## src/rtl/transmit_settings.svh

```systemverilog
// sizing macros for the DAC transmit chain
// channel count, sample and phase widths, scale format, waveform depth
`ifndef TRANSMIT_SETTINGS_SVH
`define TRANSMIT_SETTINGS_SVH

// number of DAC channels
`define CHANNELS 2
// DAC sample width
`define SAMPLE_WIDTH 16
// triangle accumulator width
`define PHASE_BITS 32
// scale factor width and fraction bits where 1.0 is 0x10000
`define SCALE_WIDTH 18
`define SCALE_FRAC_BITS 16
// waveform samples per channel
`define WAVE_DEPTH 64
// config bus address width
`define CFG_ADDR_WIDTH 12

`endif
```

## src/rtl/transmit_pkg.sv

```systemverilog
// shared types for the transmit chain
// sample and config typedefs, state enums, pipeline beat structs
`include "transmit_settings.svh"

package transmit_pkg;

  localparam int CHAN_BITS = (`CHANNELS > 1) ? $clog2(`CHANNELS) : 1;

  typedef logic signed [`SAMPLE_WIDTH-1:0] sample_t;
  typedef logic [`PHASE_BITS-1:0] phase_t;
  typedef logic [`SCALE_WIDTH-1:0] scale_t;
  typedef logic [$clog2(`WAVE_DEPTH)-1:0] wave_addr_t;
  // one extra bit so a full frame of WAVE_DEPTH fits
  typedef logic [$clog2(`WAVE_DEPTH):0] depth_t;
  typedef logic [15:0] burst_t;
  typedef logic [`CFG_ADDR_WIDTH-1:0] cfg_addr_t;
  typedef logic [CHAN_BITS-1:0] chan_t;

  typedef enum logic [1:0] {SRC_ZERO, SRC_WAVE, SRC_TRI} source_e;
  typedef enum logic {IDLE, PLAY} player_state_e;

  // config address map with per-channel regions at base + ch
  localparam cfg_addr_t ADDR_TRI_INC = 'h000;
  localparam cfg_addr_t ADDR_SRC_SEL = 'h010;
  localparam cfg_addr_t ADDR_SCALE = 'h020;
  localparam cfg_addr_t ADDR_DEPTH = 'h030;
  localparam cfg_addr_t ADDR_BURST = 'h040;
  localparam cfg_addr_t ADDR_TRIG_MASK = 'h050;
  localparam cfg_addr_t ADDR_START = 'h060;
  localparam cfg_addr_t ADDR_WAVE_BASE = 'h400;

  typedef struct packed {
    logic valid;
    cfg_addr_t address;
    logic [31:0] data;
  } cfg_write_t;

  typedef struct packed {
    logic valid;
    chan_t channel;
    wave_addr_t addr;
    sample_t sample;
  } wave_write_t;

  typedef struct packed {
    sample_t [`CHANNELS-1:0] sample;
    logic [`CHANNELS-1:0] valid;
    logic [`CHANNELS-1:0] frame_start;
  } stage_beat_t;

endpackage

```

## src/rtl/transmit_top.sv

```systemverilog
// top level with the config block and the sample pipeline
// sources, source select, scaler, then DAC outputs
`timescale 1ns/1ns
`include "transmit_settings.svh"

module transmit_top (
  input  logic dac_clk,
  input  logic ps_reset,
  input  transmit_pkg::cfg_write_t cfg,
  output transmit_pkg::sample_t [`CHANNELS-1:0] dac_data,
  output logic [`CHANNELS-1:0] dac_valid,
  output logic dac_trigger
);
  import transmit_pkg::*;

  // configuration outputs
  phase_t [`CHANNELS-1:0] tri_inc;
  source_e [`CHANNELS-1:0] src_sel;
  scale_t [`CHANNELS-1:0] scale;
  depth_t [`CHANNELS-1:0] depth;
  burst_t [`CHANNELS-1:0] burst;
  logic [`CHANNELS-1:0] trig_mask;
  logic [`CHANNELS-1:0] start;
  wave_write_t wave_write;

  // pipeline beats
  stage_beat_t wave_beat;
  stage_beat_t tri_beat;
  stage_beat_t sel_beat;

  config_regs i_regs (
    .dac_clk(dac_clk),
    .ps_reset(ps_reset),
    .cfg(cfg),
    .tri_inc(tri_inc),
    .src_sel(src_sel),
    .scale(scale),
    .depth(depth),
    .burst(burst),
    .trig_mask(trig_mask),
    .start(start),
    .wave_write(wave_write)
  );

  waveform_player i_player (
    .dac_clk(dac_clk),
    .ps_reset(ps_reset),
    .wave_write(wave_write),
    .start(start),
    .depth(depth),
    .burst(burst),
    .beat(wave_beat)
  );

  triangle_gen i_tri (
    .dac_clk(dac_clk),
    .ps_reset(ps_reset),
    .tri_inc(tri_inc),
    .beat(tri_beat)
  );

  source_select i_select (
    .dac_clk(dac_clk),
    .ps_reset(ps_reset),
    .wave_beat(wave_beat),
    .tri_beat(tri_beat),
    .src_sel(src_sel),
    .trig_mask(trig_mask),
    .beat(sel_beat)
  );

  sample_scaler i_scaler (
    .dac_clk(dac_clk),
    .ps_reset(ps_reset),
    .beat(sel_beat),
    .scale(scale),
    .dac_data(dac_data),
    .dac_valid(dac_valid),
    .dac_trigger(dac_trigger)
  );

endmodule

```

## src/rtl/sample_scaler.sv

```systemverilog
// per-channel fixed-point gain with saturation
// drives the DAC outputs and the OR of the frame starts as trigger
`timescale 1ns/1ns
`include "transmit_settings.svh"

module sample_scaler (
  input  logic dac_clk,
  input  logic ps_reset,
  input  transmit_pkg::stage_beat_t beat,
  input  transmit_pkg::scale_t [`CHANNELS-1:0] scale,
  output transmit_pkg::sample_t [`CHANNELS-1:0] dac_data,
  output logic [`CHANNELS-1:0] dac_valid,
  output logic dac_trigger
);
  import transmit_pkg::*;

  // signed sample times unsigned scale with a zero sign bit
  localparam int PROD_WIDTH = `SAMPLE_WIDTH + `SCALE_WIDTH + 1;
  localparam int SAMPLE_MAX = 2 ** (`SAMPLE_WIDTH - 1) - 1;
  localparam int SAMPLE_MIN = -(2 ** (`SAMPLE_WIDTH - 1));

  logic signed [PROD_WIDTH-1:0] product [`CHANNELS];
  logic signed [PROD_WIDTH-1:0] shifted [`CHANNELS];
  sample_t [`CHANNELS-1:0] clamped;

  always_comb begin
    for (int ch = 0; ch < `CHANNELS; ch++) begin
      product[ch] = $signed(beat.sample[ch]) * $signed({1'b0, scale[ch]});
      // arithmetic shift floors toward minus infinity
      shifted[ch] = product[ch] >>> `SCALE_FRAC_BITS;
      if (shifted[ch] > SAMPLE_MAX) begin
        clamped[ch] = sample_t'(SAMPLE_MAX);
      end else if (shifted[ch] < SAMPLE_MIN) begin
        clamped[ch] = sample_t'(SAMPLE_MIN);
      end else begin
        clamped[ch] = sample_t'(shifted[ch]);
      end
    end
  end

  // trigger registered alongside the sample it belongs to
  always_ff @(posedge dac_clk) begin
    if (ps_reset) begin
      dac_data <= '0;
      dac_valid <= '0;
      dac_trigger <= 1'b0;
    end else begin
      dac_data <= clamped;
      dac_valid <= beat.valid;
      dac_trigger <= |beat.frame_start;
    end
  end

  // a trigger always lands on a live sample
  a_trig_has_valid: assert property (
    @(posedge dac_clk) disable iff (ps_reset)
    dac_trigger |-> (|dac_valid)
  );

endmodule

```

## src/rtl/source_select.sv

```systemverilog
// registered per-channel source mux
// frame starts only pass from the waveform source through the trigger mask
`timescale 1ns/1ns
`include "transmit_settings.svh"

module source_select (
  input  logic dac_clk,
  input  logic ps_reset,
  input  transmit_pkg::stage_beat_t wave_beat,
  input  transmit_pkg::stage_beat_t tri_beat,
  input  transmit_pkg::source_e [`CHANNELS-1:0] src_sel,
  input  logic [`CHANNELS-1:0] trig_mask,
  output transmit_pkg::stage_beat_t beat
);
  import transmit_pkg::*;

  sample_t [`CHANNELS-1:0] nxt_sample;
  logic [`CHANNELS-1:0] nxt_valid;
  logic [`CHANNELS-1:0] nxt_start;

  always_comb begin
    for (int ch = 0; ch < `CHANNELS; ch++) begin
      nxt_start[ch] = 1'b0;
      case (src_sel[ch])
        SRC_WAVE: begin
          nxt_sample[ch] = wave_beat.sample[ch];
          nxt_valid[ch] = wave_beat.valid[ch];
          nxt_start[ch] = wave_beat.frame_start[ch] & trig_mask[ch];
        end
        SRC_TRI: begin
          nxt_sample[ch] = tri_beat.sample[ch];
          nxt_valid[ch] = tri_beat.valid[ch];
        end
        default: begin
          nxt_sample[ch] = '0;
          nxt_valid[ch] = 1'b0;
        end
      endcase
    end
  end

  always_ff @(posedge dac_clk) begin
    beat.sample <= nxt_sample;
    if (ps_reset) begin
      beat.valid <= '0;
      beat.frame_start <= '0;
    end else begin
      beat.valid <= nxt_valid;
      beat.frame_start <= nxt_start;
    end
  end

endmodule

```

## src/rtl/triangle_gen.sv

```systemverilog
// per-channel triangle phase accumulators
// folds the phase into a triangle from full-scale low to full-scale high
`timescale 1ns/1ns
`include "transmit_settings.svh"

module triangle_gen (
  input  logic dac_clk,
  input  logic ps_reset,
  input  transmit_pkg::phase_t [`CHANNELS-1:0] tri_inc,
  output transmit_pkg::stage_beat_t beat
);
  import transmit_pkg::*;

  phase_t phase [`CHANNELS];
  phase_t phase_next [`CHANNELS];
  sample_t folded [`CHANNELS];
  sample_t [`CHANNELS-1:0] tri_sample;

  logic [`SAMPLE_WIDTH-1:0] ramp [`CHANNELS];

  always_comb begin
    for (int ch = 0; ch < `CHANNELS; ch++) begin
      phase_next[ch] = phase[ch] + tri_inc[ch];
      // bits below the top bit mirrored on the falling half
      ramp[ch] = phase_next[ch][`PHASE_BITS-2 -: `SAMPLE_WIDTH];
      if (phase_next[ch][`PHASE_BITS-1]) begin
        ramp[ch] = ~ramp[ch];
      end
      // offset binary to two's complement
      folded[ch] = sample_t'({~ramp[ch][`SAMPLE_WIDTH-1], ramp[ch][`SAMPLE_WIDTH-2:0]});
    end
  end

  always_ff @(posedge dac_clk) begin
    if (ps_reset) begin
      for (int ch = 0; ch < `CHANNELS; ch++) begin
        phase[ch] <= '0;
      end
    end else begin
      for (int ch = 0; ch < `CHANNELS; ch++) begin
        phase[ch] <= phase_next[ch];
      end
    end
  end

  always_ff @(posedge dac_clk) begin
    for (int ch = 0; ch < `CHANNELS; ch++) begin
      tri_sample[ch] <= folded[ch];
    end
  end

  // triangle always produces and never marks a frame
  always_comb begin
    beat.sample = tri_sample;
    beat.valid = '1;
    beat.frame_start = '0;
  end

endmodule

```

## src/rtl/waveform_player.sv

```systemverilog
// per-channel waveform sample memory and frame playback FSM
// plays depth-long frames for a burst of frames and marks each frame start
`timescale 1ns/1ns
`include "transmit_settings.svh"

module waveform_player (
  input  logic dac_clk,
  input  logic ps_reset,
  input  transmit_pkg::wave_write_t wave_write,
  input  logic [`CHANNELS-1:0] start,
  input  transmit_pkg::depth_t [`CHANNELS-1:0] depth,
  input  transmit_pkg::burst_t [`CHANNELS-1:0] burst,
  output transmit_pkg::stage_beat_t beat
);
  import transmit_pkg::*;

  sample_t mem [`CHANNELS][`WAVE_DEPTH];

  player_state_e state [`CHANNELS];
  wave_addr_t addr [`CHANNELS];
  burst_t frames [`CHANNELS];

  logic [`CHANNELS-1:0] play_now;
  logic [`CHANNELS-1:0] first_word;
  logic [`CHANNELS-1:0] last_word;
  logic [`CHANNELS-1:0] last_frame;

  // addr sits at 0 while idle, so a start reads word 0 right away
  always_comb begin
    for (int ch = 0; ch < `CHANNELS; ch++) begin
      play_now[ch] = (state[ch] == PLAY) || (start[ch] && (burst[ch] != '0));
      first_word[ch] = (addr[ch] == '0);
      last_word[ch] = (depth_t'(addr[ch]) + depth_t'(1)) >= depth[ch];
      last_frame[ch] = (frames[ch] + burst_t'(1)) >= burst[ch];
    end
  end

  always_ff @(posedge dac_clk) begin
    if (wave_write.valid) begin
      mem[wave_write.channel][wave_write.addr] <= wave_write.sample;
    end
  end

  always_ff @(posedge dac_clk) begin
    if (ps_reset) begin
      for (int ch = 0; ch < `CHANNELS; ch++) begin
        state[ch] <= IDLE;
        addr[ch] <= '0;
        frames[ch] <= '0;
      end
    end else begin
      for (int ch = 0; ch < `CHANNELS; ch++) begin
        // a start during PLAY changes nothing here
        if (play_now[ch]) begin
          if (last_word[ch]) begin
            addr[ch] <= '0;
            if (last_frame[ch]) begin
              state[ch] <= IDLE;
              frames[ch] <= '0;
            end else begin
              state[ch] <= PLAY;
              frames[ch] <= frames[ch] + burst_t'(1);
            end
          end else begin
            addr[ch] <= addr[ch] + wave_addr_t'(1);
            state[ch] <= PLAY;
          end
        end
      end
    end
  end

  // registered output beat with a zero sample while idle
  always_ff @(posedge dac_clk) begin
    for (int ch = 0; ch < `CHANNELS; ch++) begin
      beat.sample[ch] <= play_now[ch] ? mem[ch][addr[ch]] : sample_t'(0);
    end
    if (ps_reset) begin
      beat.valid <= '0;
      beat.frame_start <= '0;
    end else begin
      beat.valid <= play_now;
      beat.frame_start <= play_now & first_word;
    end
  end

  for (genvar ch = 0; ch < `CHANNELS; ch++) begin : g_chk
    a_addr_in_frame: assert property (
      @(posedge dac_clk) disable iff (ps_reset)
      (state[ch] == PLAY) |-> (depth_t'(addr[ch]) < depth[ch])
    );
  end

endmodule

```

## src/rtl/config_regs.sv

```systemverilog
// config register block decoding config writes into per-channel settings
// also forwards waveform memory writes and play start pulses
`timescale 1ns/1ns
`include "transmit_settings.svh"

module config_regs (
  input  logic dac_clk,
  input  logic ps_reset,
  input  transmit_pkg::cfg_write_t cfg,
  output transmit_pkg::phase_t [`CHANNELS-1:0] tri_inc,
  output transmit_pkg::source_e [`CHANNELS-1:0] src_sel,
  output transmit_pkg::scale_t [`CHANNELS-1:0] scale,
  output transmit_pkg::depth_t [`CHANNELS-1:0] depth,
  output transmit_pkg::burst_t [`CHANNELS-1:0] burst,
  output logic [`CHANNELS-1:0] trig_mask,
  output logic [`CHANNELS-1:0] start,
  output transmit_pkg::wave_write_t wave_write
);
  import transmit_pkg::*;

  localparam int WAVE_SPAN = `CHANNELS * `WAVE_DEPTH;

  cfg_addr_t wave_offset;
  logic wave_hit;

  // waveform region is channel-major with WAVE_DEPTH words each
  assign wave_offset = cfg.address - ADDR_WAVE_BASE;
  assign wave_hit = cfg.valid && (cfg.address >= ADDR_WAVE_BASE) && (wave_offset < WAVE_SPAN);

  always_ff @(posedge dac_clk) begin
    wave_write.channel <= chan_t'(wave_offset >> $bits(wave_addr_t));
    wave_write.addr <= wave_addr_t'(wave_offset);
    wave_write.sample <= sample_t'(cfg.data[`SAMPLE_WIDTH-1:0]);
    if (ps_reset) begin
      for (int ch = 0; ch < `CHANNELS; ch++) begin
        tri_inc[ch] <= '0;
        src_sel[ch] <= SRC_ZERO;
        scale[ch] <= '0;
        depth[ch] <= depth_t'(1);
        burst[ch] <= '0;
      end
      trig_mask <= '0;
      start <= '0;
      wave_write.valid <= 1'b0;
    end else begin
      // start is a single-cycle pulse
      start <= '0;
      wave_write.valid <= wave_hit;
      if (cfg.valid) begin
        for (int ch = 0; ch < `CHANNELS; ch++) begin
          if (cfg.address == ADDR_TRI_INC + ch) tri_inc[ch] <= phase_t'(cfg.data);
          if (cfg.address == ADDR_SRC_SEL + ch) src_sel[ch] <= source_e'(cfg.data[1:0]);
          if (cfg.address == ADDR_SCALE + ch) scale[ch] <= cfg.data[`SCALE_WIDTH-1:0];
          if (cfg.address == ADDR_DEPTH + ch) depth[ch] <= cfg.data[$bits(depth_t)-1:0];
          if (cfg.address == ADDR_BURST + ch) burst[ch] <= cfg.data[$bits(burst_t)-1:0];
        end
        if (cfg.address == ADDR_TRIG_MASK) trig_mask <= cfg.data[`CHANNELS-1:0];
        if (cfg.address == ADDR_START) start <= cfg.data[`CHANNELS-1:0];
      end
    end
  end

  // decode must never see an unknown address on a live write
  a_cfg_addr_known: assert property (
    @(posedge dac_clk) disable iff (ps_reset)
    cfg.valid |-> !$isunknown(cfg.address)
  );

endmodule

```

## config.mk

```make
export PLATFORM = sky130hd
export DESIGN_NAME = transmit_top
export DESIGN_NICKNAME = d
export VERILOG_FILES = /design/src/rtl/transmit_pkg.sv /design/src/rtl/transmit_top.sv /design/src/rtl/sample_scaler.sv /design/src/rtl/source_select.sv /design/src/rtl/triangle_gen.sv /design/src/rtl/waveform_player.sv /design/src/rtl/config_regs.sv
export VERILOG_INCLUDE_DIRS = /design/src /design/src/rtl
export SDC_FILE = /design/constraint.sdc
export NUM_CORES = 2
export LEC_CHECK = 0
export ABC_AREA = 1
export BUFFER_PORTS_ARGS = -buffer_cell sky130_fd_sc_hd__buf_2
export CAP_MARGIN = 20
export CORE_ASPECT_RATIO = 1.1
export CORE_UTILIZATION = 41
export DETAILED_ROUTE_END_ITERATION = 10
export GPL_TIMING_DRIVEN = 0
export PLACE_DENSITY = 0.55
export SKIP_LAST_GASP = 1
export SYNTH_ARGS = -nofsm -noshare
export SYNTH_HDL_FRONTEND = slang
export SYNTH_HIERARCHICAL = 1
export SYNTH_SLANG_ARGS = --single-unit
```

## constraint.sdc

```tcl
create_clock -name dac_clk -period 5.8 [get_ports dac_clk]
set_clock_uncertainty 0.1 [all_clocks]
set_input_delay 1.74 -clock dac_clk [delete_from_list [all_inputs] [get_ports dac_clk]]
set_output_delay 1.74 -clock dac_clk [all_outputs]
set_load 0.01 [all_outputs]
```

==> summary.txt <==
Power
  • Sequential Power Share: ~50%
  • Psw: 9.95 mW
  • Net Sw Frac: about a quarter
  • Power Density: 264 mW/mm2
  • Combinational share of power: under 10%
  • Leakage: roughly 64 nW
  • P_int: 29.8 mW
  • Peak supply drop: around 0.25 mV
  • Clock network power share: between 40 and 50%

Final layout
  • Fill count: between 20k and 30k
  • Commonest non-fill, non-tap cells in the layout: nand2_1 (3441), edfxtp_1 (2093), inv_1 (1799), nor2_1 (1376), nand3_1 (973)
  • Multi-input logic area: approximately 0.050 mm2
  • Area Growth Syn to Fin: 17.5%
  • Share of layout cells above drive strength 1: around 14%
  • Most common cell after layout, fill and taps aside: nand2_1
  • Area occupied by registers: a little over 0.07 mm2
  • Nets@finish: around 15k

Routing
  • Wire per inst: roughly 24 um
  • Drt initial violations: around 11k
  • Post-route ant nets: 0
  • Initial DRT Pass Iterations: 6
  • Via-to-Cell Ratio: between 5 and 6
  • Routed wire length: roughly 460000 um
  • Vias: 98.9k
  • DRC errors left: 0

Timing
  • Endpoints failing setup: 30
  • Final hold violation count: 0
  • Setup repair after global routing missed its margin: true
  • Slew headroom: 12.6%
  • Minimum clock period: between 5000 and 6000 ps
  • Final period util: 103%
  • Worst Max-Slew Pin Slew: about 1300 ps
  • Post-route setup slack: -182 ps
  • F_max: roughly 170 MHz
  • Hold_ws: around 330 ps
  • Max Slew Vio Count: 0

Worst setup path
  • Crit path launch type: register
  • Critical path launch point: i_regs/scale[8]$_SDFFE_PP0P_
  • Crit path required time: roughly 6500 ps
  • WP data arrival: 6660 ps
  • Critical R2R Capture: i_scaler/dac_data[7]$_SDFF_PP0_
  • CP max FO: 7
  • Crit. End Element: register
  • CP Class: reg2reg
  • Worst R2R Start: i_regs/scale[8]$_SDFFE_PP0P_
  • Worst reg2reg setup slack: -180 ps
  • Worst R2R Path Depth: 26

Global route
  • Top Usage Layer GRT: met2
  • Grt total ovfl: 0
  • First-pass GRT wire length: 647000 um
  • Met3 usage: 4.69%
  • Initial antenna violation count: 22
  • Met2 Resource Use GR: 45.2%
  • Largest net degree at the start of global routing: approximately 70
  • M1 GR Usage: about two fifths
  • Total GRT Usage: ~28%
  • Vias in the first global route: 93.4k

Run status
  • Outcome: complete, but fails checks
  • Failing checks: setup timing

Clock tree
  • Total CTS buffers: roughly 280
  • Max Root-Sink Buffers: 4
  • Clock-pin slew on the worst setup and hold paths: roughly 60 ps
  • H-tree level count: 5
  • Clk Latency, worst-skew pair: around 900 ps
  • Clock root buffer: clkbuf_16
  • Number of sinks driven by the clock tree: 2475
  • Cts hold-fix bufs: 0
  • CTS tree: built

Worst hold path
  • Min-delay src: i_player/beat[31]$_SDFF_PP0_
  • Hold EP: i_select/beat[31]$_DFF_P_
  • Hold path depth: 2
  • Hold WC Path Type: reg2reg

Die
  • Chip Width: around 530 um
  • Core Region: ~0.31 mm2
  • Die H: roughly 590 um
  • Ports: 82
  • Row count: between 200 and 250
  • Initial Utilization: between 40% and 50%
  • Total die area: 0.314 mm2

Placed design
  • Dpl hpwl: ~330000 um
  • I/O Buffers: around 80
  • Place WS: -1460 ps
  • Final GP Congestion: just under 1

Synthesis
  • Syn Area/Cell: 9.39 um2
  • Post-Syn Area: roughly 0.13 mm2
  • Synthesized instance count: 13.6k
  • Ys Warns: 6

Flow run
  • Max Cap Viol: 0
-- routing by layer --
| layer | share of wire, % | wire [um] |
|---|---|---|
| met1 | 40 | 183000 |
| met2 | 45 | 206000 |
| met3 | 9.5 | 43200 |
| met4 | 5.0 | 22800 |
| met5 | 0.0024 | 11 |
-- per-stage QoR --
stage               setup TNS, ps  area [um2]  total power [mW]  cells  utilization (%)
detailed placement         -41210      137000              23.2  18000             44.3
floorplan                       0      128000              21.6  13600                -
CTS                         -2930      149000              39.8  18600             48.2
global route                -9270      150000              40.8  18700             48.5
finish                      -3680      150000              39.7  18700             48.5
global placement          -398690      134000              23.2  17800             43.1
-- power groups by stage --
stage	clock network (mW)	logic (mW)	registers, mW
floorplan	0	1.75	19.9
detailed placement	0	3.37	19.8
finish	16.9	3.48	19.4
CTS	17.0	3.38	19.4
global route	17.7	3.68	19.4
global placement	0	3.05	20.1
-- worst max-delay path by stage --
| stage | end | cells after the start | slack [ps] |
|---|---|---|---|
| after floorplan | i_scaler/dac_data[25]$_SDFF_PP0_ | 25 | 2 |
| after global placement | i_scaler/dac_data[28]$_SDFF_PP0_ | 25 | -1490 |
| final | i_scaler/dac_data[7]$_SDFF_PP0_ | 26 | -180 |
| after CTS | i_scaler/dac_data[4]$_SDFF_PP0_ | 28 | -160 |
| after detailed placement | i_scaler/dac_data[28]$_SDFF_PP0_ | 25 | -1460 |
| after global routing | i_scaler/dac_data[4]$_SDFF_PP0_ | 26 | -360 |
-- worst max-delay path, cell delays in order (launching register included) --
cell and delay [ps]:
dfxtp_4 480, clkbuf_16 200, nand2_2 60, fa_1 540, inv_1 60, fa_1 480, fa_1 610, fa_1 460
fa_1 490, inv_1 50, fa_2 600, inv_2 60, ha_4 300, buf_12 110, nand2_8 60, nor2_4 150
inv_2 50, nor3_2 180, nand2_2 90, nand2_1 70, nand2_1 60, nand2_2 80, nand3_2 90, nand2_4 120
buf_6 140, nand2_4 50, a21oi_2 140
-- timing repair --
item / in CTS / in global routing
setup buffers: 151 / 38
pin swaps: 186 / 164
cloned: 11 / 3
endpoints found under the setup margin: 32 / 32
resized for setup: 647 / 219
-- layout make-up --
| class | instances | share of cell area (%) |
|---|---|---|
| antenna | 8 | 0.0133 |
| buffer | 643 | 2.78 |
| clock buffer | 354 | 4.97 |
| clock inverter | 124 | 0.656 |
| inverter | 1889 | 4.73 |
| multi-input combinational | 8586 | 32.9 |
| sequential | 2475 | 47.1 |
| tap | 4104 | 3.41 |
| timing repair buffer | 473 | 3.46 |
-- state kept, by name, summed over array words and instances (netlist names), 24 cells and up --
signal             count
i_tri/beat            32
i_player/mem        2048
i_regs/scale          36
i_scaler/dac_data     32
i_player/beat         36
i_select/beat         36
i_regs/burst          32
i_regs/wave_write     24
i_tri/phase           64
i_regs/tri_inc        64
i_player/frames       32
Power figures use the tool's default switching activity.
